### config.mk
export PLATFORM = sky130hd
export DESIGN_NAME = gcm_ghash_top
export DESIGN_NICKNAME = d
export VERILOG_FILES = /design/src/hdl/gcm_pkg.sv /design/src/hdl/gcm_block_if.sv /design/src/hdl/gf128_mult.sv /design/src/hdl/ghash_accum.sv /design/src/hdl/gcm_block_select.sv /design/src/hdl/gcm_ghash_top.sv
export SDC_FILE = /design/constraint.sdc
export NUM_CORES = 1
export LEC_CHECK = 0
export BUFFER_PORTS_ARGS = -buffer_cell sky130_fd_sc_hd__clkbuf_2
export CORE_AREA = 2 2 354 356
export DETAILED_ROUTE_END_ITERATION = 16
export DIE_AREA = 0 0 356 358
export GPL_ROUTABILITY_DRIVEN = 0
export PLACE_DENSITY = 0.65
export SYNTH_ARGS = -nofsm -noshare
export SYNTH_HDL_FRONTEND = slang
export SYNTH_SLANG_ARGS = --single-unit
### constraint.sdc
create_clock -name clk -period 12.4 [get_ports clk]
set_input_delay 2.48 -clock clk [delete_from_list [all_inputs] [get_ports clk]]
set_output_delay 2.48 -clock clk [all_outputs]
set_load 0.1 [all_outputs]
### src/hdl/gcm_pkg.sv
// Widths, types and constants shared by the GHASH datapath
// The first message byte sits in bits 127:120 of a block
// Keep bit i qualifies bits i*8+7 down to i*8
package gcm_pkg;

    // ------------------------------------------------------------------
    // Widths
    // ------------------------------------------------------------------
    localparam int BLOCK_W    = 128;
    localparam int KEEP_W     = 16;
    localparam int LEN_W      = 64;

    // Bit counter of the serial multiplier
    localparam int MULT_CNT_W = $clog2(BLOCK_W);

    // ------------------------------------------------------------------
    // Types
    // ------------------------------------------------------------------
    typedef logic [BLOCK_W-1:0] gcm_block_t;
    typedef logic [KEEP_W-1:0]  gcm_keep_t;
    typedef logic [LEN_W-1:0]   gcm_len_t;

    // Message sequencing
    typedef enum logic [2:0] {
        PH_IDLE    = 3'd0,
        PH_AAD     = 3'd1,
        PH_PAYLOAD = 3'd2,
        PH_LEN     = 3'd3,
        PH_WAIT    = 3'd4,
        PH_DONE    = 3'd5
    } gcm_phase_e;

    // ------------------------------------------------------------------
    // GF(2^128) reduction, x^128 + x^7 + x^2 + x + 1 in GCM bit order
    // ------------------------------------------------------------------
    localparam gcm_block_t GF_R = {8'he1, 120'h0};

endpackage

### src/hdl/gcm_block_if.sv
// One block per valid/ready transfer; source holds its outputs until ready
// last is only set on the length block of a message
`timescale 1ns/1ps

interface gcm_block_if
    import gcm_pkg::*;
();

    logic       valid;
    logic       ready;
    gcm_block_t data;
    logic       last;

    // Block producer
    modport src (
        output valid,
        output data,
        output last,
        input  ready
    );

    // Block consumer
    modport dst (
        input  valid,
        input  data,
        input  last,
        output ready
    );

endinterface

### src/hdl/gf128_mult.sv
// Bit-serial GF(2^128) multiply in GCM bit order, one bit of x per cycle
// done pulses 128 cycles after start; z is only valid while done is high or after
`timescale 1ns/1ps

module gf128_mult
    import gcm_pkg::*;
(
    input  logic       clk,
    input  logic       rst_n,
    input  logic       start,
    input  gcm_block_t x,
    input  gcm_block_t y,
    output logic       done,
    output gcm_block_t z
);

    logic                  running;
    logic [MULT_CNT_W-1:0] cnt;
    gcm_block_t            x_sh;
    gcm_block_t            v;
    gcm_block_t            x_cur;
    gcm_block_t            v_cur;
    gcm_block_t            z_cur;

    // First bit is processed on the start edge itself
    assign x_cur = start ? x : x_sh;
    assign v_cur = start ? y : v;
    assign z_cur = start ? '0 : z;

    // ------------------------------------------------------------------
    // Datapath
    // ------------------------------------------------------------------
    always_ff @(posedge clk) begin
        if (start || running) begin
            z    <= z_cur ^ (x_cur[BLOCK_W-1] ? v_cur : '0);
            // Multiply v by x, reduce when a bit falls off the end
            v    <= (v_cur >> 1) ^ (v_cur[0] ? GF_R : '0);
            x_sh <= x_cur << 1;
        end
    end

    // ------------------------------------------------------------------
    // Bit counter
    // ------------------------------------------------------------------
    always_ff @(posedge clk or negedge rst_n) begin
        if (!rst_n) begin
            running <= 1'b0;
            cnt     <= '0;
            done    <= 1'b0;
        end else begin
            done <= 1'b0;
            if (start) begin
                running <= 1'b1;
                cnt     <= '0;
            end else if (running) begin
                cnt <= cnt + 1'b1;
                // 127 more bits after the start edge
                if (cnt == MULT_CNT_W'(BLOCK_W - 2)) begin
                    running <= 1'b0;
                    done    <= 1'b1;
                end
            end
        end
    end

endmodule

### src/hdl/ghash_accum.sv
// GHASH accumulator Y = (Y ^ block) * H, one block per 130 cycles
// H must be loaded before start; Y is cleared by msg_start
`timescale 1ns/1ps

module ghash_accum
    import gcm_pkg::*;
(
    input  logic       clk,
    input  logic       rst_n,
    input  gcm_block_t h_key,
    input  logic       h_we,
    input  logic       msg_start,
    gcm_block_if.dst   blk,
    output gcm_block_t tag_pre_xor,
    output logic       tag_pre_xor_valid,
    output logic       ghash_done
);

    typedef enum logic [1:0] {
        ACC_IDLE  = 2'd0,
        ACC_MULT  = 2'd1,
        ACC_LATCH = 2'd2
    } acc_state_e;

    acc_state_e state;
    gcm_block_t h_q;
    gcm_block_t y_q;
    gcm_block_t mult_x;
    gcm_block_t prod;
    logic       xfer;
    logic       mult_done;
    logic       last_q;

    assign blk.ready = (state == ACC_IDLE);
    assign xfer      = blk.valid & blk.ready;
    assign mult_x    = y_q ^ blk.data;

    gf128_mult u_gf_mult (
        .clk   (clk),
        .rst_n (rst_n),
        .start (xfer),
        .x     (mult_x),
        .y     (h_q),
        .done  (mult_done),
        .z     (prod)
    );

    // ------------------------------------------------------------------
    // Hash subkey and running Y
    // ------------------------------------------------------------------
    always_ff @(posedge clk) begin
        if (h_we) begin
            h_q <= h_key;
        end
    end

    always_ff @(posedge clk) begin
        if (msg_start) begin
            y_q <= '0;
        end else if (mult_done) begin
            y_q <= prod;
        end
    end

    always_ff @(posedge clk) begin
        if (state == ACC_LATCH && last_q) begin
            tag_pre_xor <= y_q;
        end
    end

    // ------------------------------------------------------------------
    // Control
    // ------------------------------------------------------------------
    always_ff @(posedge clk or negedge rst_n) begin
        if (!rst_n) begin
            state             <= ACC_IDLE;
            last_q            <= 1'b0;
            tag_pre_xor_valid <= 1'b0;
            ghash_done        <= 1'b0;
        end else begin
            ghash_done <= 1'b0;
            if (msg_start) begin
                tag_pre_xor_valid <= 1'b0;
            end
            case (state)
                ACC_IDLE: begin
                    if (xfer) begin
                        state  <= ACC_MULT;
                        last_q <= blk.last;
                    end
                end
                ACC_MULT: begin
                    if (mult_done) begin
                        state <= ACC_LATCH;
                    end
                end
                default: begin
                    // Product of the length block is the tag
                    state <= ACC_IDLE;
                    if (last_q) begin
                        tag_pre_xor_valid <= 1'b1;
                        ghash_done        <= 1'b1;
                    end
                end
            endcase
        end
    end

endmodule

### src/hdl/gcm_block_select.sv
// Sequences AAD, payload and length blocks of one message into GHASH
// Stream lengths must agree with the captured bit counts; a new start drops a held block
`timescale 1ns/1ps

module gcm_block_select
    import gcm_pkg::*;
(
    input  logic       clk,
    input  logic       rst_n,
    input  logic       start,
    input  gcm_len_t   len_aad_bits,
    input  gcm_len_t   len_pld_bits,
    input  logic       aad_valid,
    output logic       aad_ready,
    input  logic       aad_last,
    input  gcm_block_t aad_data,
    input  gcm_keep_t  aad_keep,
    input  logic       din_valid,
    output logic       din_ready,
    input  logic       din_last,
    input  gcm_block_t din_data,
    input  gcm_keep_t  din_keep,
    gcm_block_if.src   blk,
    input  logic       ghash_done,
    output logic       msg_start,
    output logic       aad_done,
    output logic       pld_done,
    output logic       lens_done
);

    function automatic gcm_block_t mask_block(input gcm_block_t data, input gcm_keep_t keep);
        gcm_block_t res;
        for (int i = 0; i < KEEP_W; i++) begin
            res[i*8 +: 8] = keep[i] ? data[i*8 +: 8] : 8'h00;
        end
        return res;
    endfunction

    logic       start_d;
    logic       start_pulse;
    gcm_len_t   len_aad_q;
    gcm_len_t   len_pld_q;
    gcm_phase_e phase;
    gcm_phase_e phase_nxt;
    gcm_block_t hold_data;
    logic       hold_valid;
    logic       hold_pld_last;
    logic       hold_free;
    logic       blk_xfer;
    logic       hold_xfer;
    logic       len_xfer;
    logic       aad_xfer;
    logic       din_xfer;
    gcm_block_t len_block;

    // ------------------------------------------------------------------
    // Handshakes
    // ------------------------------------------------------------------
    assign start_pulse = start & ~start_d;
    assign msg_start   = start_pulse;

    assign blk_xfer  = blk.valid & blk.ready;
    assign hold_xfer = blk_xfer & hold_valid;
    assign len_xfer  = blk_xfer & ~hold_valid & (phase == PH_LEN);

    // Accept only when the holding register is empty or draining
    assign hold_free = ~hold_valid | hold_xfer;
    assign aad_ready = (phase == PH_AAD) & hold_free;
    assign din_ready = (phase == PH_PAYLOAD) & hold_free;
    assign aad_xfer  = aad_valid & aad_ready;
    assign din_xfer  = din_valid & din_ready;

    assign len_block = {len_aad_q, len_pld_q};

    // Held block goes first, the length block follows once it has drained
    assign blk.valid = hold_valid | (phase == PH_LEN);
    assign blk.data  = hold_valid ? hold_data : len_block;
    assign blk.last  = ~hold_valid & (phase == PH_LEN);

    // ------------------------------------------------------------------
    // Start capture
    // ------------------------------------------------------------------
    always_ff @(posedge clk or negedge rst_n) begin
        if (!rst_n) begin
            start_d <= 1'b0;
        end else begin
            start_d <= start;
        end
    end

    always_ff @(posedge clk) begin
        if (start_pulse) begin
            len_aad_q <= len_aad_bits;
            len_pld_q <= len_pld_bits;
        end
    end

    // ------------------------------------------------------------------
    // Holding register
    // ------------------------------------------------------------------
    always_ff @(posedge clk or negedge rst_n) begin
        if (!rst_n) begin
            hold_valid    <= 1'b0;
            hold_pld_last <= 1'b0;
        end else if (start_pulse) begin
            hold_valid    <= 1'b0;
            hold_pld_last <= 1'b0;
        end else if (aad_xfer | din_xfer) begin
            hold_valid    <= 1'b1;
            hold_pld_last <= din_xfer & din_last;
        end else if (hold_xfer) begin
            hold_valid    <= 1'b0;
            hold_pld_last <= 1'b0;
        end
    end

    always_ff @(posedge clk) begin
        if (aad_xfer) begin
            hold_data <= mask_block(aad_data, aad_keep);
        end else if (din_xfer) begin
            hold_data <= mask_block(din_data, din_keep);
        end
    end

    // ------------------------------------------------------------------
    // Phase FSM
    // ------------------------------------------------------------------
    always_comb begin
        phase_nxt = phase;
        if (start_pulse) begin
            if (len_aad_bits != '0) begin
                phase_nxt = PH_AAD;
            end else if (len_pld_bits != '0) begin
                phase_nxt = PH_PAYLOAD;
            end else begin
                phase_nxt = PH_LEN;
            end
        end else begin
            case (phase)
                PH_AAD: begin
                    // Skip an empty payload section
                    if (aad_xfer && aad_last) begin
                        phase_nxt = (len_pld_q == '0) ? PH_LEN : PH_PAYLOAD;
                    end
                end
                PH_PAYLOAD: begin
                    if (hold_xfer && hold_pld_last) begin
                        phase_nxt = PH_LEN;
                    end
                end
                PH_LEN: begin
                    if (len_xfer) begin
                        phase_nxt = PH_WAIT;
                    end
                end
                PH_WAIT: begin
                    if (ghash_done) begin
                        phase_nxt = PH_DONE;
                    end
                end
                default: begin
                    phase_nxt = PH_IDLE;
                end
            endcase
        end
    end

    always_ff @(posedge clk or negedge rst_n) begin
        if (!rst_n) begin
            phase <= PH_IDLE;
        end else begin
            phase <= phase_nxt;
        end
    end

    // Progress flags
    always_ff @(posedge clk or negedge rst_n) begin
        if (!rst_n) begin
            aad_done  <= 1'b0;
            pld_done  <= 1'b0;
            lens_done <= 1'b0;
        end else if (start_pulse) begin
            aad_done  <= (len_aad_bits == '0);
            pld_done  <= (len_pld_bits == '0);
            lens_done <= 1'b0;
        end else begin
            if (aad_xfer && aad_last) begin
                aad_done <= 1'b1;
            end
            if (din_xfer && din_last) begin
                pld_done <= 1'b1;
            end
            if (len_xfer) begin
                lens_done <= 1'b1;
            end
        end
    end

endmodule

### src/hdl/gcm_ghash_top.sv
// GCM GHASH top; H comes in through h_key/h_we, no AES core inside
// tag_pre_xor still needs the E(K, J0) mask to become the GCM tag
`timescale 1ns/1ps

module gcm_ghash_top
    import gcm_pkg::*;
(
    input  logic       clk,
    input  logic       rst_n,
    input  gcm_block_t h_key,
    input  logic       h_we,
    input  logic       start,
    input  gcm_len_t   len_aad_bits,
    input  gcm_len_t   len_pld_bits,
    input  logic       aad_valid,
    output logic       aad_ready,
    input  logic       aad_last,
    input  gcm_block_t aad_data,
    input  gcm_keep_t  aad_keep,
    input  logic       din_valid,
    output logic       din_ready,
    input  logic       din_last,
    input  gcm_block_t din_data,
    input  gcm_keep_t  din_keep,
    output gcm_block_t tag_pre_xor,
    output logic       tag_pre_xor_valid,
    output logic       aad_done,
    output logic       pld_done,
    output logic       lens_done
);

    logic msg_start;
    logic ghash_done;

    gcm_block_if u_blk_if ();

    gcm_block_select u_select (
        .clk          (clk),
        .rst_n        (rst_n),
        .start        (start),
        .len_aad_bits (len_aad_bits),
        .len_pld_bits (len_pld_bits),
        .aad_valid    (aad_valid),
        .aad_ready    (aad_ready),
        .aad_last     (aad_last),
        .aad_data     (aad_data),
        .aad_keep     (aad_keep),
        .din_valid    (din_valid),
        .din_ready    (din_ready),
        .din_last     (din_last),
        .din_data     (din_data),
        .din_keep     (din_keep),
        .blk          (u_blk_if.src),
        .ghash_done   (ghash_done),
        .msg_start    (msg_start),
        .aad_done     (aad_done),
        .pld_done     (pld_done),
        .lens_done    (lens_done)
    );

    ghash_accum u_accum (
        .clk               (clk),
        .rst_n             (rst_n),
        .h_key             (h_key),
        .h_we              (h_we),
        .msg_start         (msg_start),
        .blk               (u_blk_if.dst),
        .tag_pre_xor       (tag_pre_xor),
        .tag_pre_xor_valid (tag_pre_xor_valid),
        .ghash_done        (ghash_done)
    );

endmodule

==> impl_metrics.env <==
export IMPL_fillers=11400
export IMPL_avgSynthCellArea_um2=14.1
export IMPL_critical_path_class="reg -> out"
export IMPL_synth_common_cells="edfxtp_1 (895), nand2_1 (397), mux2i_1 (259), o21ai_0 (243), nor2_1 (145)"
export IMPL_yosysTopAreaCell="edfxtp_1"
export IMPL_ys_seq_area_share_pct=69.8
export IMPL_cts_root_buf="clkbuf_16"
export IMPL_grt_pass1_wl_um=167000
export IMPL_finalHoldViolations=0
export IMPL_die_y_um=358
export IMPL_clockBufferDepth=3
export IMPL_syn_area_um2=43000
export IMPL_die_width_um=356
export IMPL_yosysMostFrequentCell="edfxtp_1"
export IMPL_setup_viol=0
export IMPL_wl_per_cell_um=21.4
export IMPL_initial_core_util_pct=34.9
export IMPL_peakVddDrop_mv=0.121
export IMPL_overflow=0
export IMPL_core_area_um2=123000
export IMPL_clkTransAtPathRegs_ns=0.06
export IMPL_htree_levels=3
export IMPL_drive_gt1_share_pct=26.6
export IMPL_crit_buf_inv=2
export IMPL_fmaxAchievable_ghz=0.179
export IMPL_synth_nets=3599
export IMPL_synth_ff_type="edfxtp_1"
export IMPL_hold_path_class="reg -> reg"
export IMPL_finalPower_uw=11600
export IMPL_hpwl_um=82600
export IMPL_synth_async_reset_ratio_pct=2.20
export IMPL_synth_area_top_cells="edfxtp_1 (62%), mux2i_1 (6.0%), dfxtp_1 (6.0%)"
export IMPL_placed_cells=5222
export IMPL_antenna_found_initial=14
export IMPL_power_leakage_uw=0.0201
export IMPL_detailedRoute_firstPassIterationCount=5
export IMPL_crit_path_max_fanout=39
export IMPL_fin_tns_setup_ns=0
export IMPL_cts_hold_buffers=0
export IMPL_dieArea_um2=127000
export IMPL_grtUsageTotal_pct=17.8
export IMPL_cp_slowest_stage_delay_ns=0.71
export IMPL_cts_buffers=111
export IMPL_synth_cells=3045
export IMPL_synth_edf_count=895
export IMPL_crit_path_end_kind="output pin"
export IMPL_timing_final_max_slew_violations=0
export IMPL_clkLatencyLatePin_ns=0.73
export IMPL_ant_nets=0
export IMPL_cp_start_kind="flip-flop"
export IMPL_grt_pass1_vias=25800
export IMPL_ys_types=45
export IMPL_fin_crit_sh_pct=45.1
export IMPL_arrival_ns=3.11
export IMPL_num_rows=129
export IMPL_final_net_count=4252
export IMPL_wl_um=117000
export IMPL_drt_iter0_markers=1766
export IMPL_cts_resized=0
export IMPL_critPathSlowestCell="dfrtp_4"
export IMPL_grt_max_degree=178
export IMPL_ios=686
export IMPL_slew_headroom_pct=32.5
export IMPL_cts_sinks=1046
export IMPL_rsz0062_at_grt="no"
export IMPL_fin_cells=5438
export IMPL_vias=26100
export IMPL_tightestPinTransition_ns=1.01
export IMPL_post_cts_repair_setup_buffers=0
export IMPL_power_density_nw_per_um2=225
export IMPL_yosysWarnings=0
export IMPL_max_cap_violations=0
export IMPL_cp_required_ns=9.92
export IMPL_cts_tree="built"
export IMPL_crit_chain="buf_4, o21ai_0, and3_1, clkbuf_2"
export IMPL_status="complete, no violations"
export IMPL_ys_ff_latch=1046
export IMPL_vias_per_cell=4.80
export IMPL_drc_errors=0
export IMPL_area_growth_pct=19.8
export IMPL_clock_skew_final_ns=0.0421
export IMPL_cp_top_family="buffers and inverters"
export IMPL_port_buffers=685
export IMPL_post_route_min_period_ns=5.59
export IMPL_yosysTopAreaCellShare_pct=62.5
==> worst reg2reg max path, cell delays in order, from the launching register on <==
cell and delay (ns):
dfrtp_4 0.71, buf_4 0.64, o21a_4 0.30, buf_4 0.55, buf_4 0.59, buf_4 0.80, mux2_4 0.45, nor2b_1 0.14
xnor2_1 0.17
==> final cells by class <==
type | instances | area (µm²) | area share, %
multi-input combinational | 1815 | 12200 | 23.6
tap | 1637 | 2050 | 3.97
antenna | 5 | 12.5 | 0.0243
clock buffer | 156 | 3020 | 5.85
inverter | 7 | 38.8 | 0.0752
clock inverter | 55 | 513 | 0.995
timing repair buffer | 717 | 3710 | 7.20
sequential | 1046 | 30000 | 58.2
==> report_power, final <==
part	leakage (µW)	internal, µW	total [µW]	switching (µW)
clock network	0.00171	1810	3220	1400
logic	0.00819	1200	2810	1620
registers	0.0102	5180	5550	369
total	0.0201	8190	11600	3390
==> cells in the final DEF, fill, tap and decap left out, drive strengths merged, types with 2 or more instances in the layout <==
cell,Yosys,routed
bufinv,0,5
nand3,130,130
nor2,145,145
dfrtp,23,23
ha,2,2
nor2b,106,106
clkbuf,59,840
xor2,136,136
nand3b,2,2
edfxtp,895,895
dfxtp,128,128
buf,118,33
clkinvlp,0,4
mux2i,261,261
nor3,6,6
xnor2,127,127
inv,7,13
nor4,50,50
nand2,397,397
diode,0,5
and2b,18,18
o21a,4,4
clkinv,0,40
nand4,15,15
mux2,123,123
nand2b,4,4
or3,3,3
a21oi,10,10
o21ai,264,264
==> routing by layer <==
metal  vias to the layer above  track usage (%)  share of wire (%)
li1                      12300                -                  -
met3                       202             4.83                7.6
met4                        12             7.01                3.7
met2                       950             28.8                 47
met1                     12600             22.6                 42
met5                         -                0              0.069
==> per-stage QoR <==
step / hold WS [ns] / area, µm² / setup WS (ns) / util (%)
6_report: 0.481 / 51600 / 6.81 / 41.8
5_1_grt: 0.494 / 51600 / 6.57 / 41.8
4_1_cts: 0.482 / 51500 / 6.69 / 41.8
3_5_place_dp: 0.467 / 48000 / 6.77 / 38.9
3_3_place_gp: 0.460 / 48000 / 6.85 / 38.9
2_1_floorplan: 0.449 / 43000 / 1.69 / -
==> worst paths after layout <==
check | start | end | slack (ns) | depth (start not counted)
worst min register to register | u_accum.y_q[52] | u_accum.tag_pre_xor[52] | 0.48 | 0
min in group asynchronous | rst_n | u_accum.u_gf_mult.running | 1.77 | 1
worst max-delay path | u_select.hold_valid | din_ready | 6.81 | 4
worst max register to register | u_select.hold_valid | u_accum.u_gf_mult.z[88] | 7.79 | 8
max in group asynchronous | rst_n | u_accum.u_gf_mult.done | 10.14 | 1
worst min-delay path | u_accum.y_q[52] | u_accum.tag_pre_xor[52] | 0.48 | 0
==> sequential cells by signal, indices dropped and copies added, names as in the netlist, 127 cells and up <==
register / count
u_accum.h_q: 128
u_accum.tag_pre_xor: 128
u_accum.u_gf_mult.v: 128
u_accum.u_gf_mult.x_sh: 127
u_accum.u_gf_mult.z: 128
u_accum.y_q: 128
u_select.hold_data: 128
==> cell families after synthesis <==
kind of cell / Yosys count / synth area share (%)
flops: 1046 / 69.8
simple gates: 884 / 9.41
fa+ha+maj: 2 / 0.0581
xor+xnor: 263 / 5.35
mux: 384 / 10.1
buf+inv: 184 / 2.04
compound gates: 282 / 3.33
(Power assumes the default switching activity.)
